[config.mk]
export PLATFORM = sky130hd
export DESIGN_NAME = ucode_stage
export DESIGN_NICKNAME = d
export VERILOG_FILES = /design/src/ucode_pkg.sv /design/src/ucode_stage.sv /design/src/ucode_uop_build.sv /design/src/ucode_rom.sv /design/src/ucode_seq_ctrl.sv
export VERILOG_INCLUDE_DIRS = /design/src
export SDC_FILE = /design/constraint.sdc
export NUM_CORES = 1
export LEC_CHECK = 0
export BUFFER_PORTS_ARGS = -buffer_cell sky130_fd_sc_hd__clkbuf_2
export CAP_MARGIN = 10
export CORE_MARGIN = 2
export CORE_UTILIZATION = 45
export CTS_CLUSTER_DIAMETER = 150
export CTS_CLUSTER_SIZE = 20
export DETAILED_ROUTE_END_ITERATION = 7
export PLACE_DENSITY = 0.89
export SETUP_SLACK_MARGIN = 0.4
export SYNTH_ARGS = -nofsm -noshare
export SYNTH_HDL_FRONTEND = slang
export SYNTH_SLANG_ARGS = --single-unit
export TNS_END_PERCENT = 5
[constraint.sdc]
create_clock -name clk -period 3.3 [get_ports clk]
set_input_delay 0 -clock clk [delete_from_list [all_inputs] [get_ports clk]]
set_output_delay 0 -clock clk [all_outputs]
set_load 0.03 [all_outputs]
[src/ucode_image.svh]
// Field order per word:
// size set_d clr_d op0 op1 op0_reg op1_reg modrm sib alu flag0 flag1 stack seg seg_v imm_sel
// imm_sel 0 dec, 1 eip, 2 eflags, 3 zero; stack 0 none, 1 push, 2 pop

localparam ucode_pkg::rom_word_t UCODE_IMAGE [ucode_pkg::UCODE_DEPTH] = '{
   // Program 0
    0: {3'd2,1'b0,1'b0,3'd1,3'd4,3'd0,3'd0,8'hc0,8'h00,4'd1,3'd1,3'd0,2'd0,3'd0,1'b0,2'd0},
    1: {3'd2,1'b0,1'b0,3'd2,3'd1,3'd0,3'd1,8'h04,8'h24,4'd0,3'd0,3'd0,2'd0,3'd3,1'b1,2'd3},
    2: {3'd2,1'b0,1'b0,3'd1,3'd1,3'd0,3'd1,8'hc1,8'h00,4'd2,3'd1,3'd2,2'd0,3'd0,1'b0,2'd3},
    3: {3'd2,1'b0,1'b0,3'd3,3'd1,3'd0,3'd0,8'h05,8'h00,4'd0,3'd0,3'd0,2'd0,3'd2,1'b1,2'd0},
   // Interrupt entry, shared head of programs 3 to 7
    4: {3'd2,1'b0,1'b0,3'd4,3'd0,3'd4,3'd0,8'h00,8'h00,4'd0,3'd0,3'd0,2'd1,3'd2,1'b1,2'd2},
    5: {3'd1,1'b0,1'b0,3'd5,3'd0,3'd4,3'd1,8'h00,8'h00,4'd0,3'd0,3'd0,2'd1,3'd2,1'b1,2'd3},
    6: {3'd2,1'b0,1'b1,3'd4,3'd0,3'd4,3'd0,8'h00,8'h00,4'd0,3'd0,3'd0,2'd1,3'd2,1'b1,2'd1},
   // Program 1 body, program 2 starts at 7
    7: {3'd2,1'b0,1'b0,3'd6,3'd3,3'd0,3'd0,8'h00,8'h00,4'd0,3'd0,3'd0,2'd0,3'd0,1'b0,2'd0},
    8: {3'd2,1'b1,1'b0,3'd1,3'd3,3'd0,3'd0,8'hc0,8'h00,4'd4,3'd1,3'd0,2'd0,3'd0,1'b0,2'd0},
    9: {3'd2,1'b0,1'b0,3'd1,3'd0,3'd5,3'd0,8'h00,8'h00,4'd0,3'd0,3'd0,2'd2,3'd2,1'b1,2'd3},
   10: {3'd2,1'b0,1'b0,3'd1,3'd1,3'd3,3'd3,8'hdb,8'h00,4'd5,3'd1,3'd3,2'd0,3'd0,1'b0,2'd3},
   11: {3'd0,1'b0,1'b0,3'd2,3'd3,3'd0,3'd0,8'h44,8'h8d,4'd6,3'd2,3'd0,2'd0,3'd1,1'b1,2'd0},
   // Unused words decode as plain pass with a decoder immediate
   default: '0
};

// Start address per program, indexed by program number
localparam logic [ucode_pkg::UCODE_AW-1:0] PROG_OFFSET [0:7] = '{
   5'd0, 5'd6, 5'd7, 5'd4, 5'd4, 5'd4, 5'd4, 5'd4
};

// Program length minus one
localparam logic [ucode_pkg::UCODE_AW-1:0] PROG_LAST [0:7] = '{
   5'd3, 5'd5, 5'd2, 5'd4, 5'd4, 5'd2, 5'd2, 5'd4
};
[src/ucode_pkg.sv]
`default_nettype none

package ucode_pkg;

   localparam int UCODE_DEPTH = 32;
   localparam int UCODE_AW    = 5;
   localparam int IMM_W       = 48;

   // Microprogram number handed over by the decoder
   typedef enum logic [2:0] {
      PROG_0   = 3'd0,
      PROG_1   = 3'd1,
      PROG_2   = 3'd2,
      PROG_3   = 3'd3,
      PROG_4   = 3'd4,
      PROG_5   = 3'd5,
      PROG_INT = 3'd6,
      PROG_7   = 3'd7
   } ucode_prog_e;

   typedef enum logic [1:0] {
      IMM_DEC    = 2'd0,
      IMM_EIP    = 2'd1,
      IMM_EFLAGS = 2'd2,
      IMM_ZERO   = 2'd3
   } imm_sel_e;

   typedef enum logic [3:0] {
      ALU_PASS = 4'd0,
      ALU_ADD  = 4'd1,
      ALU_SUB  = 4'd2,
      ALU_AND  = 4'd3,
      ALU_OR   = 4'd4,
      ALU_XOR  = 4'd5,
      ALU_INC  = 4'd6,
      ALU_DEC  = 4'd7
   } alu_op_e;

   typedef enum logic [1:0] {
      STK_NONE = 2'd0,
      STK_PUSH = 2'd1,
      STK_POP  = 2'd2
   } stack_op_e;

   // One microcode word, MSB first
   typedef struct packed {
      logic [2:0] size;
      logic       set_d;
      logic       clr_d;
      logic [2:0] op0;
      logic [2:0] op1;
      logic [2:0] op0_reg;
      logic [2:0] op1_reg;
      logic [7:0] modrm;
      logic [7:0] sib;
      alu_op_e    alu_op;
      logic [2:0] flag0;
      logic [2:0] flag1;
      stack_op_e  stack_op;
      logic [2:0] seg_override;
      logic       seg_override_valid;
      imm_sel_e   imm_sel;
   } rom_word_t;

   typedef struct packed {
      ucode_prog_e      prog;
      logic [IMM_W-1:0] dec_imm;
   } dec_req_t;

   typedef struct packed {
      logic [2:0]       size;
      logic             set_d;
      logic             clr_d;
      logic [2:0]       op0;
      logic [2:0]       op1;
      logic [2:0]       op0_reg;
      logic [2:0]       op1_reg;
      logic [7:0]       modrm;
      logic [7:0]       sib;
      alu_op_e          alu_op;
      logic [2:0]       flag0;
      logic [2:0]       flag1;
      stack_op_e        stack_op;
      logic [2:0]       seg_override;
      logic             seg_override_valid;
      logic [IMM_W-1:0] imm;
      ucode_prog_e      prog;
      logic             last;
   } uop_t;

endpackage

`default_nettype wire

[src/ucode_stage.sv]
`timescale 1ns/1ps
`default_nettype none

module ucode_stage #(
   parameter int EIP_W = 32
) (
   input  logic                    clk,
   input  logic                    rst_n,
   input  logic                    dec_valid,
   output logic                    dec_ready,
   input  ucode_pkg::dec_req_t     dec_req,
   input  logic [EIP_W-1:0]        eip,
   input  logic [EIP_W-1:0]        eflags,
   output ucode_pkg::uop_t         uop,
   output logic                    uop_valid,
   input  logic                    uop_ready,
   output logic                    int_done
);
   import ucode_pkg::*;

   ucode_prog_e         prog;
   logic [UCODE_AW-1:0] count;
   logic [UCODE_AW-1:0] prog_last;
   logic [IMM_W-1:0]    dec_imm;
   rom_word_t           word;
   logic                issue;
   logic                last;
   logic                take;

   ucode_seq_ctrl ucode_seq_ctrl_inst (
      .clk       (clk),
      .rst_n     (rst_n),
      .dec_valid (dec_valid),
      .dec_ready (dec_ready),
      .dec_req   (dec_req),
      .prog_last (prog_last),
      .take      (take),
      .prog      (prog),
      .count     (count),
      .dec_imm   (dec_imm),
      .issue     (issue),
      .last      (last)
   );

   ucode_rom ucode_rom_inst (
      .prog      (prog),
      .count     (count),
      .prog_last (prog_last),
      .word      (word)
   );

   ucode_uop_build #(
      .EIP_W (EIP_W)
   ) ucode_uop_build_inst (
      .clk       (clk),
      .rst_n     (rst_n),
      .issue     (issue),
      .last      (last),
      .prog      (prog),
      .dec_imm   (dec_imm),
      .word      (word),
      .eip       (eip),
      .eflags    (eflags),
      .take      (take),
      .uop       (uop),
      .uop_valid (uop_valid),
      .uop_ready (uop_ready),
      .int_done  (int_done)
   );

endmodule

`default_nettype wire

[src/ucode_uop_build.sv]
`timescale 1ns/1ps
`default_nettype none

module ucode_uop_build #(
   parameter int EIP_W = 32
) (
   input  logic                          clk,
   input  logic                          rst_n,
   input  logic                          issue,
   input  logic                          last,
   input  ucode_pkg::ucode_prog_e        prog,
   input  logic [ucode_pkg::IMM_W-1:0]   dec_imm,
   input  ucode_pkg::rom_word_t          word,
   input  logic [EIP_W-1:0]              eip,
   input  logic [EIP_W-1:0]              eflags,
   output logic                          take,
   output ucode_pkg::uop_t               uop,
   output logic                          uop_valid,
   input  logic                          uop_ready,
   output logic                          int_done
);
   import ucode_pkg::*;

   logic [IMM_W-1:0] imm;
   uop_t             uop_d;

   // Register free, or draining this cycle
   assign take = issue && (!uop_valid || uop_ready);

   // Immediate source select
   always_comb begin
      case (word.imm_sel)
         IMM_DEC:    imm = dec_imm;
         IMM_EIP:    imm = IMM_W'(eip);
         IMM_EFLAGS: imm = IMM_W'(eflags);
         default:    imm = '0;
      endcase
   end

   always_comb begin
      uop_d.size               = word.size;
      uop_d.set_d              = word.set_d;
      uop_d.clr_d              = word.clr_d;
      uop_d.op0                = word.op0;
      uop_d.op1                = word.op1;
      uop_d.op0_reg            = word.op0_reg;
      uop_d.op1_reg            = word.op1_reg;
      uop_d.modrm              = word.modrm;
      uop_d.sib                = word.sib;
      uop_d.alu_op             = word.alu_op;
      uop_d.flag0              = word.flag0;
      uop_d.flag1              = word.flag1;
      uop_d.stack_op           = word.stack_op;
      uop_d.seg_override       = word.seg_override;
      uop_d.seg_override_valid = word.seg_override_valid;
      uop_d.imm                = imm;
      uop_d.prog               = prog;
      uop_d.last               = last;
   end

   always_ff @(posedge clk or negedge rst_n) begin
      if (!rst_n) begin
         uop_valid <= 1'b0;
      end else if (take) begin
         uop_valid <= 1'b1;
      end else if (uop_ready) begin
         uop_valid <= 1'b0;
      end
   end

   always_ff @(posedge clk) begin
      if (take) begin
         uop <= uop_d;
      end
   end

   // Last step of interrupt entry leaving the stage
   assign int_done = uop_valid && uop_ready && uop.last && (uop.prog == PROG_INT);

   a_uop_stable : assert property (
      @(posedge clk) disable iff (!rst_n)
      (uop_valid && !uop_ready) |=> (uop_valid && $stable(uop))
   );

endmodule

`default_nettype wire

[src/ucode_rom.sv]
`timescale 1ns/1ps
`default_nettype none

module ucode_rom (
   input  ucode_pkg::ucode_prog_e           prog,
   input  logic [ucode_pkg::UCODE_AW-1:0]   count,
   output logic [ucode_pkg::UCODE_AW-1:0]   prog_last,
   output ucode_pkg::rom_word_t             word
);
   import ucode_pkg::*;

   `include "ucode_image.svh"

   logic [UCODE_AW-1:0] offset;
   // One extra bit to catch a program running off the end of the ROM
   logic [UCODE_AW:0]   addr_full;
   logic [UCODE_AW-1:0] addr;

   // Program table lookup
   always_comb begin
      offset    = PROG_OFFSET[prog];
      prog_last = PROG_LAST[prog];
   end

   // Address generation
   assign addr_full = {1'b0, offset} + {1'b0, count};
   assign addr      = addr_full[UCODE_AW-1:0];

   // ROM read
   always_comb begin
      word = UCODE_IMAGE[addr];
   end

   always_comb begin
      a_addr_in_rom : assert final (addr_full < UCODE_DEPTH);
   end

endmodule

`default_nettype wire

[src/ucode_seq_ctrl.sv]
`timescale 1ns/1ps
`default_nettype none

module ucode_seq_ctrl (
   input  logic                             clk,
   input  logic                             rst_n,
   input  logic                             dec_valid,
   output logic                             dec_ready,
   input  ucode_pkg::dec_req_t              dec_req,
   input  logic [ucode_pkg::UCODE_AW-1:0]   prog_last,
   input  logic                             take,
   output ucode_pkg::ucode_prog_e           prog,
   output logic [ucode_pkg::UCODE_AW-1:0]   count,
   output logic [ucode_pkg::IMM_W-1:0]      dec_imm,
   output logic                             issue,
   output logic                             last
);
   import ucode_pkg::*;

   typedef enum logic {
      ST_IDLE = 1'b0,
      ST_BUSY = 1'b1
   } state_e;

   state_e              state_q;
   state_e              state_d;
   ucode_prog_e         prog_q;
   logic [IMM_W-1:0]    imm_q;
   logic [UCODE_AW-1:0] count_q;
   logic                accept;

   assign dec_ready = (state_q == ST_IDLE);
   assign accept    = dec_valid && dec_ready;
   assign issue     = (state_q == ST_BUSY);
   assign last      = (count_q == prog_last);

   assign prog    = prog_q;
   assign dec_imm = imm_q;
   assign count   = count_q;

   always_comb begin
      state_d = state_q;
      case (state_q)
         ST_IDLE: begin
            if (accept) begin
               state_d = ST_BUSY;
            end
         end
         ST_BUSY: begin
            // Final step handed to the output register
            if (take && last) begin
               state_d = ST_IDLE;
            end
         end
         default: state_d = ST_IDLE;
      endcase
   end

   always_ff @(posedge clk or negedge rst_n) begin
      if (!rst_n) begin
         state_q <= ST_IDLE;
         prog_q  <= PROG_0;
         count_q <= '0;
      end else begin
         state_q <= state_d;
         if (accept) begin
            prog_q <= dec_req.prog;
         end
         // Count wraps to zero after the last step, ready for the next request
         if (take) begin
            count_q <= last ? '0 : count_q + 1'b1;
         end
      end
   end

   always_ff @(posedge clk) begin
      if (accept) begin
         imm_q <= dec_req.dec_imm;
      end
   end

   // Every program starts from its first word
   a_start_at_zero : assert property (
      @(posedge clk) disable iff (!rst_n) accept |=> (issue && (count_q == '0))
   );

   // Step counter stays inside the selected program
   a_count_in_prog : assert property (
      @(posedge clk) disable iff (!rst_n) issue |-> (count_q <= prog_last)
   );

endmodule

`default_nettype wire

==> results of run 1 <==
layer usage:
metal  global-route usage [%]  vias up  wire length [um]  part of all wire (%)
li1                         -     2212                 -                     -
met1                    27.87     2302              6522                    37
met2                    42.96      300              8994                    51
met3                    5.894       61              1362                   7.7
met4                    15.07        0               851                   4.8
met5                        0        -                 0                     0
synth_stat cells, types with 2 or more instances:
cell type,n
edfxtp_1,129
and2_1,52
a221o_1,32
nand2_1,25
buf_4,20
nor2_1,15
a21oi_1,12
ha_1,11
dfrtp_1,10
buf_6,9
clkbuf_1,7
inv_1,7
o21ai_0,6
nand2b_1,5
nand3_1,4
nand4_1,4
nor2b_1,4
xnor2_1,4
nor3b_1,3
o21ai_1,3
a2111oi_4,2
a22o_1,2
and2_4,2
and2b_1,2
and3_1,2
mux2_2,2
nor3_1,2
o2bb2ai_1,2
xor2_1,2
worst max-delay path, stage by stage (launching register included):
cell	delay, ps
dfrtp_1	400
inv_2	110
ha_4	210
and2b_2	210
fa_2	390
buf_6	150
and3_4	160
o22ai_4	200
a2111oi_4	80
buf_4	170
buf_12	140
and2_4	140
a221o_1	290
path summary, 6_finish.rpt:
path,slack (ps),to
max in group asynchronous,2340,ucode_seq_ctrl_inst.count[3]
setup reg to reg,390,ucode_uop_build_inst.uop[13]
hold reg to reg,520,ucode_uop_build_inst.uop[38]
setup / recovery,390,ucode_uop_build_inst.uop[13]
hold / removal,300,ucode_seq_ctrl_inst.dec_imm[41]
min in group asynchronous,620,ucode_uop_build_inst.uop_valid
cell families after synthesis:
family,share of synthesized area [%]
other,0.06245
AO/OA/AOI/OAI,9.919
flip-flops,68.68
XOR/XNOR,0.8752
buffers and inverters,5.293
AND/OR/NAND/NOR,12.17
adder cells (fa/ha/maj),2.626
multiplexers,0.3751
area by class of cell:
type | count | area [um^2]
flip-flops and latches | 139 | 4124
multi-input cells | 230 | 1828
well taps | 176 | 220.2
clock buffers | 17 | 425.4
diodes | 1 | 2.502
fillers | 884 | 3777
repair buffers | 363 | 2608
clock inverters | 15 | 122.6
inverters | 7 | 30.03
per-stage QoR:
step / instances / setup WS [ps] / cell area [um^2]
6_report: 948 / 385.6 / 9360
5_1_grt: 947 / 292.7 / 9358
4_1_cts: 940 / 385.1 / 9203
3_5_place_dp: 771 / 87.07 / 7161
3_3_place_gp: 771 / 241.0 / 7161
2_1_floorplan: 410 / 337.0 / 6041
flip-flops by register name (all words and copies together) (netlist names):
register and flops:
ucode_uop_build_inst.uop 81, ucode_seq_ctrl_inst.count 5, ucode_seq_ctrl_inst.prog 3, ucode_seq_ctrl_inst.issue 1
ucode_seq_ctrl_inst.dec_imm 48, ucode_uop_build_inst.uop_valid 1
timing repair:
| item | in CTS | in global routing |
|---|---|---|
| pin swaps | 12 | 19 |
| endpoints found under the setup margin | 48 | 56 |
| resized for setup | 23 | 27 |
| gates cloned | 6 | 1 |
| buffers inserted | 12 | 6 |
| endpoints found under the hold margin | 95 | 0 |
| hold buffers | 119 | 0 |
==> results.tsv, run 1 <==
stage	metric	value	unit
final_layout	Final #Nets	889	
synth	area leader, netlist	edfxtp_1	
sta	Worst Skew	8.908	ps
global_route	wire length of the first global-routing pass	26.43	mm
synth	register area share after synthesis	68.68	%
synth	yosys warns	0	
die	IO Pins	223	
clocking	clock slew at reported path FFs	60	ps
sta	Tmin final	2914	ps
sta	sum of negative setup slack	0	ps
final_layout	commonest non-fill, non-tap cell in the layout	clkbuf_2	
global_route	largest net degree at the start of global routing	51	
clocking	CTS tree	yes	
sta	final hold slack	303.5	ps
clocking	Max Buffers Root-to-Sink	2	
drt	Routed Antenna Nets	0	
clocking	Num CTS Buffers	17	
sta	Fin. Hold Viols	0	
placed_design	IO Port Bufs	212	
clocking	worst-skew pair later-pin latency	410	ps
synth	ys flop type	edfxtp_1	
synth	Post-Syn Area per Cell	14.97	um^2
die	Die Wd	119.5	um
die	initial core utilization	45.70	%
final_layout	layout cells sized above 1	41.76	%
die	Core Region	13140	um^2
clocking	Sink Count	139	
drt	vias	4875	
critical_path	reg2reg path depth	12	
drt	drt first-iter violations	330	
drt	drt pass-1 iters	5	
critical_path	critical path startpoint	ucode_seq_ctrl_inst.prog[0]	
global_route	global route overflow	0	
synth	top cells by area, synth	edfxtp_1 65%, and2_1 5.4%, a221o_1 5.3%	
final_layout	Core Util, Final	71.25	%
synth	#FFs+latches synth	139	
synth	Yosys cell types	50	
synth	Syn Inst Count	401	
hold_path	class of the worst hold path	in -> reg	
final_layout	most frequent cells in the layout	212 x clkbuf_2, 129 x edfxtp_1, 119 x dlygate4sd3_1	
drt	vias per cell	5.142	
sta	worst slew pin tran	778.2	ps
critical_path	Arr. time, crit path	3060	ps
global_route	number of global-route vias before repair	5000	
synth	Synth async-reset ratio	7.194	%
sta	RSZ-0062 raised after global routing	yes	
synth	EDFF count, synth	129	
die	Rows	42	
placed_design	Placer Congestion	0.8447	
critical_path	Setup CP Type	reg -> reg	
status	outcome	completed	
drt	drt drc	0	
critical_path	CP Data Required Time	3450	ps
sta	Slew HR	48.01	%
placed_design	dpl hpwl	9.593	mm
critical_path	Setup crit end kind	register	
critical_path	Reg2Reg Launch Point	ucode_seq_ctrl_inst.prog[0]	
drt	Post-Route WL	17.73	mm
sta	achievable frequency	343.1	MHz
global_route	Global Route Usage Sum	24.87	%
final_layout	synthesis-to-layout area growth	55.89	%
flow_run	maxcap violations	0	
sta	Pins Over Slew Limit	0	
synth	Netlist Area Pre-Place	6005	um^2
hold_path	Min-Delay Path Depth	2	
global_route	initial antenna violation count	0	
die	die height	119.5	um
critical_path	Crit Path Max Fanout	8	
sta	Final period util	88.32	%
hold_path	HP Start	dec_req[41]	
drt	WL/cell	18.70	um
clocking	clk root buf	clkbuf_16	
die	full die area	14280	um^2
clocking	H-tree lvl count	4	
synth	post-synth top area share	64.51	%
sta	Setup Viol. Count Final	0	
critical_path	startpoint types	register	
Power of run 1 is not shown: default switching activity piles up to over one toggle a cycle in this logic, so the estimate is an artifact.
==> inputs of run 2 (changes only) <==
--- a/config.mk
+++ b/config.mk
@@ -8,12 +8,14 @@
 export LEC_CHECK = 0
 export BUFFER_PORTS_ARGS = -buffer_cell sky130_fd_sc_hd__clkbuf_2
 export CAP_MARGIN = 10
+export CELL_PAD_IN_SITES_DETAIL_PLACEMENT = 0
+export CELL_PAD_IN_SITES_GLOBAL_PLACEMENT = 1
 export CORE_MARGIN = 2
-export CORE_UTILIZATION = 45
+export CORE_UTILIZATION = 35
 export CTS_CLUSTER_DIAMETER = 150
 export CTS_CLUSTER_SIZE = 20
 export DETAILED_ROUTE_END_ITERATION = 7
-export PLACE_DENSITY = 0.89
+export PLACE_DENSITY = 0.88
 export SETUP_SLACK_MARGIN = 0.4
 export SYNTH_ARGS = -nofsm -noshare
 export SYNTH_HDL_FRONTEND = slang
==> results.tsv, run 2 (synthesized netlist as in run 1, its figures left out) <==
stage	metric	value	unit	change
status	outcome	completed		unchanged
global_route	wire length of the first global-routing pass	25.41	mm	was 26.43 mm
drt	drt first-iter violations	309		was 330
clocking	clk root buf	clkbuf_16		unchanged
global_route	Global Route Usage Sum	18.68	%	was 24.87%
final_layout	synthesis-to-layout area growth	56.57	%	was 55.89%
sta	sum of negative setup slack	0	ps	unchanged
global_route	initial antenna violation count	2		was 0
sta	Pins Over Slew Limit	0		unchanged
die	Die Wd	135.0	um	was 119.5 um
die	Core Region	16700	um^2	was 13140 um^2
final_layout	commonest non-fill, non-tap cell in the layout	clkbuf_2		unchanged
hold_path	Min-Delay Path Depth	2		unchanged
critical_path	startpoint types	register		unchanged
critical_path	FF-to-FF setup slack	400	ps	was 390 ps
critical_path	reg2reg path depth	13		was 12
sta	achievable frequency	344.3	MHz	was 343.1 MHz
die	die height	135.0	um	was 119.5 um
critical_path	Arr. time, crit path	3060	ps	about the same
drt	vias	4679		was 4875
clocking	worst-skew pair later-pin latency	410	ps	about the same
placed_design	Placer Congestion	0.8178		was 0.8447
critical_path	Crit Path Max Fanout	8		unchanged
hold_path	hold endpoint	ucode_seq_ctrl_inst.dec_imm[4]		was ucode_seq_ctrl_inst.dec_imm[41]
sta	final hold slack	299.7	ps	was 303.5 ps
drt	drt pass-1 iters	5		unchanged
critical_path	CP Data Required Time	3450	ps	about the same
critical_path	Setup crit end kind	register		unchanged
drt	WL/cell	17.97	um	was 18.70 um
critical_path	Setup CP Type	reg -> reg		unchanged
flow_run	maxcap violations	0		unchanged
sta	Slew HR	58.35	%	was 48.01%
drt	vias per cell	4.741		was 5.142
sta	Tmin final	2905	ps	was 2914 ps
clocking	H-tree lvl count	4		unchanged
global_route	global route overflow	0		unchanged
hold_path	class of the worst hold path	in -> reg		unchanged
final_layout	Final #Nets	885		was 889
final_layout	Top reg by flops	ucode_uop_build_inst.uop		unchanged
sta	Setup Viol. Count Final	0		unchanged
drt	Post-Route WL	17.73	mm	about the same
clocking	Sink Count	139		unchanged
sta	Fin. Hold Viols	0		unchanged
sta	Worst Skew	11.55	ps	was 8.908 ps
final_layout	most frequent cells in the layout	212 x clkbuf_2, 129 x edfxtp_1, 119 x dlygate4sd3_1		unchanged
final_layout	max FFs per register	81		unchanged
final_layout	layout cells sized above 1	42.48	%	was 41.76%
sta	worst slew pin tran	622.6	ps	was 778.2 ps
sta	RSZ-0062 raised after global routing	yes		unchanged
die	initial core utilization	35.95	%	was 45.70%
global_route	number of global-route vias before repair	4937		was 5000
critical_path	worst reg2reg endpoint	ucode_uop_build_inst.uop[15]		was ucode_uop_build_inst.uop[13]
die	Rows	47		was 42
critical_path	Reg2Reg Launch Point	ucode_seq_ctrl_inst.prog[0]		unchanged
clocking	CTS tree	yes		unchanged
clocking	Max Buffers Root-to-Sink	2		unchanged
die	IO Pins	223		unchanged
die	full die area	18220	um^2	was 14280 um^2
clocking	clock slew at reported path FFs	60	ps	about the same
drt	drt drc	0		unchanged
sta	Final period util	88.02	%	was 88.32%
drt	Routed Antenna Nets	0		unchanged
placed_design	IO Port Bufs	212		unchanged
hold_path	HP Start	dec_req[4]		was dec_req[41]
placed_design	dpl hpwl	10.34	mm	was 9.593 mm
global_route	largest net degree at the start of global routing	39		was 51
clocking	Num CTS Buffers	17		unchanged
-- run 2: changes by cell type in the layout (fill, tap and decap cells not counted), moves of 2 or more --
| cell | change |
|---|---|
| and2_4 | +13 |
| inv_6 | -2 |
| bufinv_16 | +3 |
| clkinv_2 | -4 |
| clkinvlp_4 | -2 |
| buf_12 | -2 |
| and2_1 | -13 |
| o211ai_4 | -3 |
-- run 2: worst max-delay path by stage --
stage	startpoint	endpoint	slack, ps	cells past startpoint
global placement	ucode_seq_ctrl_inst.prog[0]	ucode_uop_build_inst.uop[40]	150	10
detailed placement	ucode_seq_ctrl_inst.prog[0]	ucode_uop_build_inst.uop[41]	-9	10
CTS	ucode_seq_ctrl_inst.prog[0]	ucode_uop_build_inst.uop[30]	390	13
finish	ucode_seq_ctrl_inst.prog[0]	ucode_uop_build_inst.uop[15]	400	13
global route	ucode_seq_ctrl_inst.prog[1]	ucode_uop_build_inst.uop[30]	310	11
floorplan	ucode_uop_build_inst.uop_valid	ucode_seq_ctrl_inst.count[3]	340	5
-- run 2: layout make-up --
cell class	instances	area, um^2
clock buffer	18	429.2
tap	220	275.3
fill	1343	7300
antenna	2	5.005
timing repair buffer	362	2586
inverter	7	27.53
clock inverter	12	172.7
sequential	139	4124
multi-input combinational	227	1782
-- run 2: worst max-delay path: stages (launching register included) --
cell and delay, ps:
dfrtp_1 390, inv_2 100, ha_2 160, and2b_1 120, ha_2 190, fa_2 470
ha_4 320, inv_2 40, nand2_2 70, a2111oi_4 40, buf_4 170, buf_12 150
and2_4 150, a221o_1 260
-- run 2: metal layers --
layer	vias to the layer above	track usage [%]	part of all wire [%]
met1	2225	22.11	40
met2	235	31.73	50
met3	27	5.293	7.1
met4	0	8.391	2.6
li1	2192	-	-
met5	-	0	0
-- run 2: per-stage QoR --
stage | area, um^2 | setup WS (ps) | util (%) | cells
2_1_floorplan | 6041 | 337.0 | - | 410
6_report | 9402 | 395.3 | 56.29 | 987
3_3_place_gp | 7191 | 154.0 | 43.06 | 815
5_1_grt | 9402 | 313.7 | 56.29 | 987
3_5_place_dp | 7191 | -8.996 | 43.06 | 815
4_1_cts | 9229 | 390.1 | 55.26 | 976
-- run 2: timing repair --
action | CTS | global route
setup endpoints to repair | 48 | 50
hold buffers | 119 | 0
hold endpoints to repair | 95 | 0
setup buffers | 9 | 7
pin swaps | 7 | 18
resized for setup | 26 | 28
cloned | 3 | 2
Power of run 2 is left out for the same reason.
==> inputs of run 3 (changes only) <==
==> constraint.sdc (replaced) <==
create_clock -name clk -period 2.55 [get_ports clk]
set_input_delay 0 -clock clk [delete_from_list [all_inputs] [get_ports clk]]
set_output_delay 0 -clock clk [all_outputs]
set_load 0.03 [all_outputs]
==> results.tsv, run 3 (synthesized netlist as in run 1, its figures left out) <==
stage	metric	value	unit	change
critical_path	CP Data Required Time	2710	ps	was 3450 ps
sta	Fin. Hold Viols	0		unchanged
drt	vias	4751		was 4679
global_route	Global Route Usage Sum	18.50	%	was 18.68%
critical_path	startpoint types	register		unchanged
sta	Setup Viol. Count Final	54		was 0
sta	worst slew pin tran	602.6	ps	was 622.6 ps
die	full die area	18220	um^2	unchanged
sta	Pins Over Slew Limit	0		unchanged
critical_path	Arr. time, crit path	3010	ps	was 3060 ps
sta	RSZ-0062 raised after global routing	yes		unchanged
placed_design	dpl hpwl	10.04	mm	was 10.34 mm
final_layout	commonest non-fill, non-tap cell in the layout	clkbuf_2		unchanged
drt	Routed Antenna Nets	0		unchanged
critical_path	Crit Path Max Fanout	8		unchanged
drt	drt pass-1 iters	4		was 5
sta	Final period util	111.7	%	was 88.02%
global_route	initial antenna violation count	2		unchanged
final_layout	Multi-input gate area	1857	um^2	was 1782 um^2
drt	Post-Route WL	17.26	mm	was 17.73 mm
die	Rows	47		unchanged
die	initial core utilization	35.95	%	unchanged
critical_path	crit-path most repeated cell	ha_4		
final_layout	Final #Nets	896		was 885
clocking	H-tree lvl count	4		unchanged
final_layout	most frequent cells in the layout	212 x clkbuf_2, 129 x edfxtp_1, 119 x dlygate4sd3_1		unchanged
critical_path	Max stage delay on crit path	570	ps	was 470 ps
final_layout	layout cells sized above 1	46.27	%	was 42.48%
global_route	largest net degree at the start of global routing	54		was 39
die	Core Region	16700	um^2	unchanged
clocking	CTS tree	yes		unchanged
clocking	Max Buffers Root-to-Sink	2		unchanged
critical_path	Setup crit end kind	register		unchanged
clocking	clock slew at reported path FFs	60	ps	about the same
status	outcome	finished with violations		was completed
critical_path	worst-path cell chain	inv_2, ha_2, and2b_1, ha_4, fa_2, ha_4, buf_6, o21ai_4, o211ai_4, clkbuf_16, a221o_1		was inv_2, ha_2, and2b_1, ha_2, fa_2, ha_4, inv_2, nand2_2, a2111oi_4, buf_4, buf_12, and2_4, a221o_1
die	Die Wd	135.0	um	unchanged
sta	achievable frequency	351.0	MHz	was 344.3 MHz
drt	drt first-iter violations	328		was 309
sta	final worst slack	-298.6	ps	was 395.3 ps
sta	Slew HR	59.83	%	was 58.35%
drt	WL/cell	17.26	um	was 17.97 um
status	violated checks	setup timing		
final_layout	Storage cell area	4124	um^2	unchanged
drt	drt drc	0		unchanged
final_layout	max FFs per register	81		unchanged
clocking	clk root buf	clkbuf_16		unchanged
global_route	wire length of the first global-routing pass	25.44	mm	was 25.41 mm
global_route	global route overflow	0		unchanged
final_layout	synthesis-to-layout area growth	59.85	%	was 56.57%
critical_path	Worst path slowest cell	fa_2		unchanged
flow_run	maxcap violations	0		unchanged
placed_design	placed cell count	838		was 815
critical_path	Setup CP Type	reg -> reg		unchanged
clocking	Sink Count	139		unchanged
clocking	worst-skew pair later-pin latency	420	ps	was 410 ps
final_layout	non-filler instance count after layout	1000		was 987
sta	Tmin final	2849	ps	was 2905 ps
clocking	Num CTS Buffers	17		unchanged
final_layout	FILL cells	1279		was 1343
global_route	number of global-route vias before repair	5069		was 4937
placed_design	IO Port Bufs	212		unchanged
die	die height	135.0	um	unchanged
drt	vias per cell	4.751		was 4.741
hold_path	class of the worst hold path	in -> reg		unchanged
placed_design	Placer Congestion	0.8530		was 0.8178
placed_design	dpl ws	-338.8	ps	was -8.996 ps
die	IO Pins	223		unchanged
sta	Worst Skew	13.43	ps	was 11.55 ps
final_layout	Top reg by flops	ucode_uop_build_inst.uop		unchanged
sta	sum of negative setup slack	-11940	ps	was 0 ps
-- run 3: worst max-delay path, delay by kind of cell, from the launching register on --
kind | cells | cell delay (ps)
compound gates | 3 | 550
fa+ha+maj | 4 | 1120
buf+inv | 3 | 390
flops | 1 | 360
simple gates | 1 | 170
-- run 3: repair_timing --
action | in CTS | in global routing
resized for setup | 18 | 50
setup endpoints to repair | 81 | 82
setup buffers | 4 | 2
hold buffers | 119 | 0
pin swaps | 10 | 44
gates cloned | 0 | 3
endpoints found under the hold margin | 95 | 0
-- run 3: worst paths after layout --
| check | slack, ps | from | cells after the start | to |
|---|---|---|---|---|
| setup / recovery | -300 | ucode_seq_ctrl_inst.prog[0] | 11 | ucode_uop_build_inst.uop[30] |
| hold / removal | 290 | dec_req[12] | 2 | ucode_seq_ctrl_inst.dec_imm[12] |
| setup reg to reg | -300 | ucode_seq_ctrl_inst.prog[0] | 11 | ucode_uop_build_inst.uop[30] |
| hold reg to reg | 540 | ucode_seq_ctrl_inst.dec_imm[42] | 1 | ucode_uop_build_inst.uop[46] |
| max in group asynchronous | 1600 | rst_n | 3 | ucode_seq_ctrl_inst.count[4] |
| min in group asynchronous | 620 | rst_n | 3 | ucode_uop_build_inst.uop_valid |
-- run 3: per-layer routing --
metal | up-vias | global-route usage, % | wire length, um
li1 | 2220 | - | -
met1 | 2243 | 20.77 | 6524
met2 | 240 | 31.33 | 8730
met3 | 48 | 5.931 | 1422
met4 | 0 | 10.01 | 585
met5 | - | 0 | 0
-- run 3: stage by stage --
step / hold WS [ps] / utilization [%] / cell area, um^2
4_1_cts: 272.0 / 55.99 / 9351
3_3_place_gp: -123.8 / 44.74 / 7472
3_5_place_dp: -109.9 / 44.74 / 7472
2_1_floorplan: -295.6 / - / 6081
6_report: 291.0 / 57.47 / 9598
5_1_grt: 288.7 / 57.47 / 9598
-- run 3: cell type report --
cell class                 count  area share, %
clock buffer                  17          4.432
antenna                        2        0.05214
tap                          220          2.868
sequential                   139          42.97
timing repair buffer         375          28.41
multi-input combinational    225          19.35
clock inverter                15          1.616
inverter                       7         0.3129
Power of run 3 is left out for the same reason.
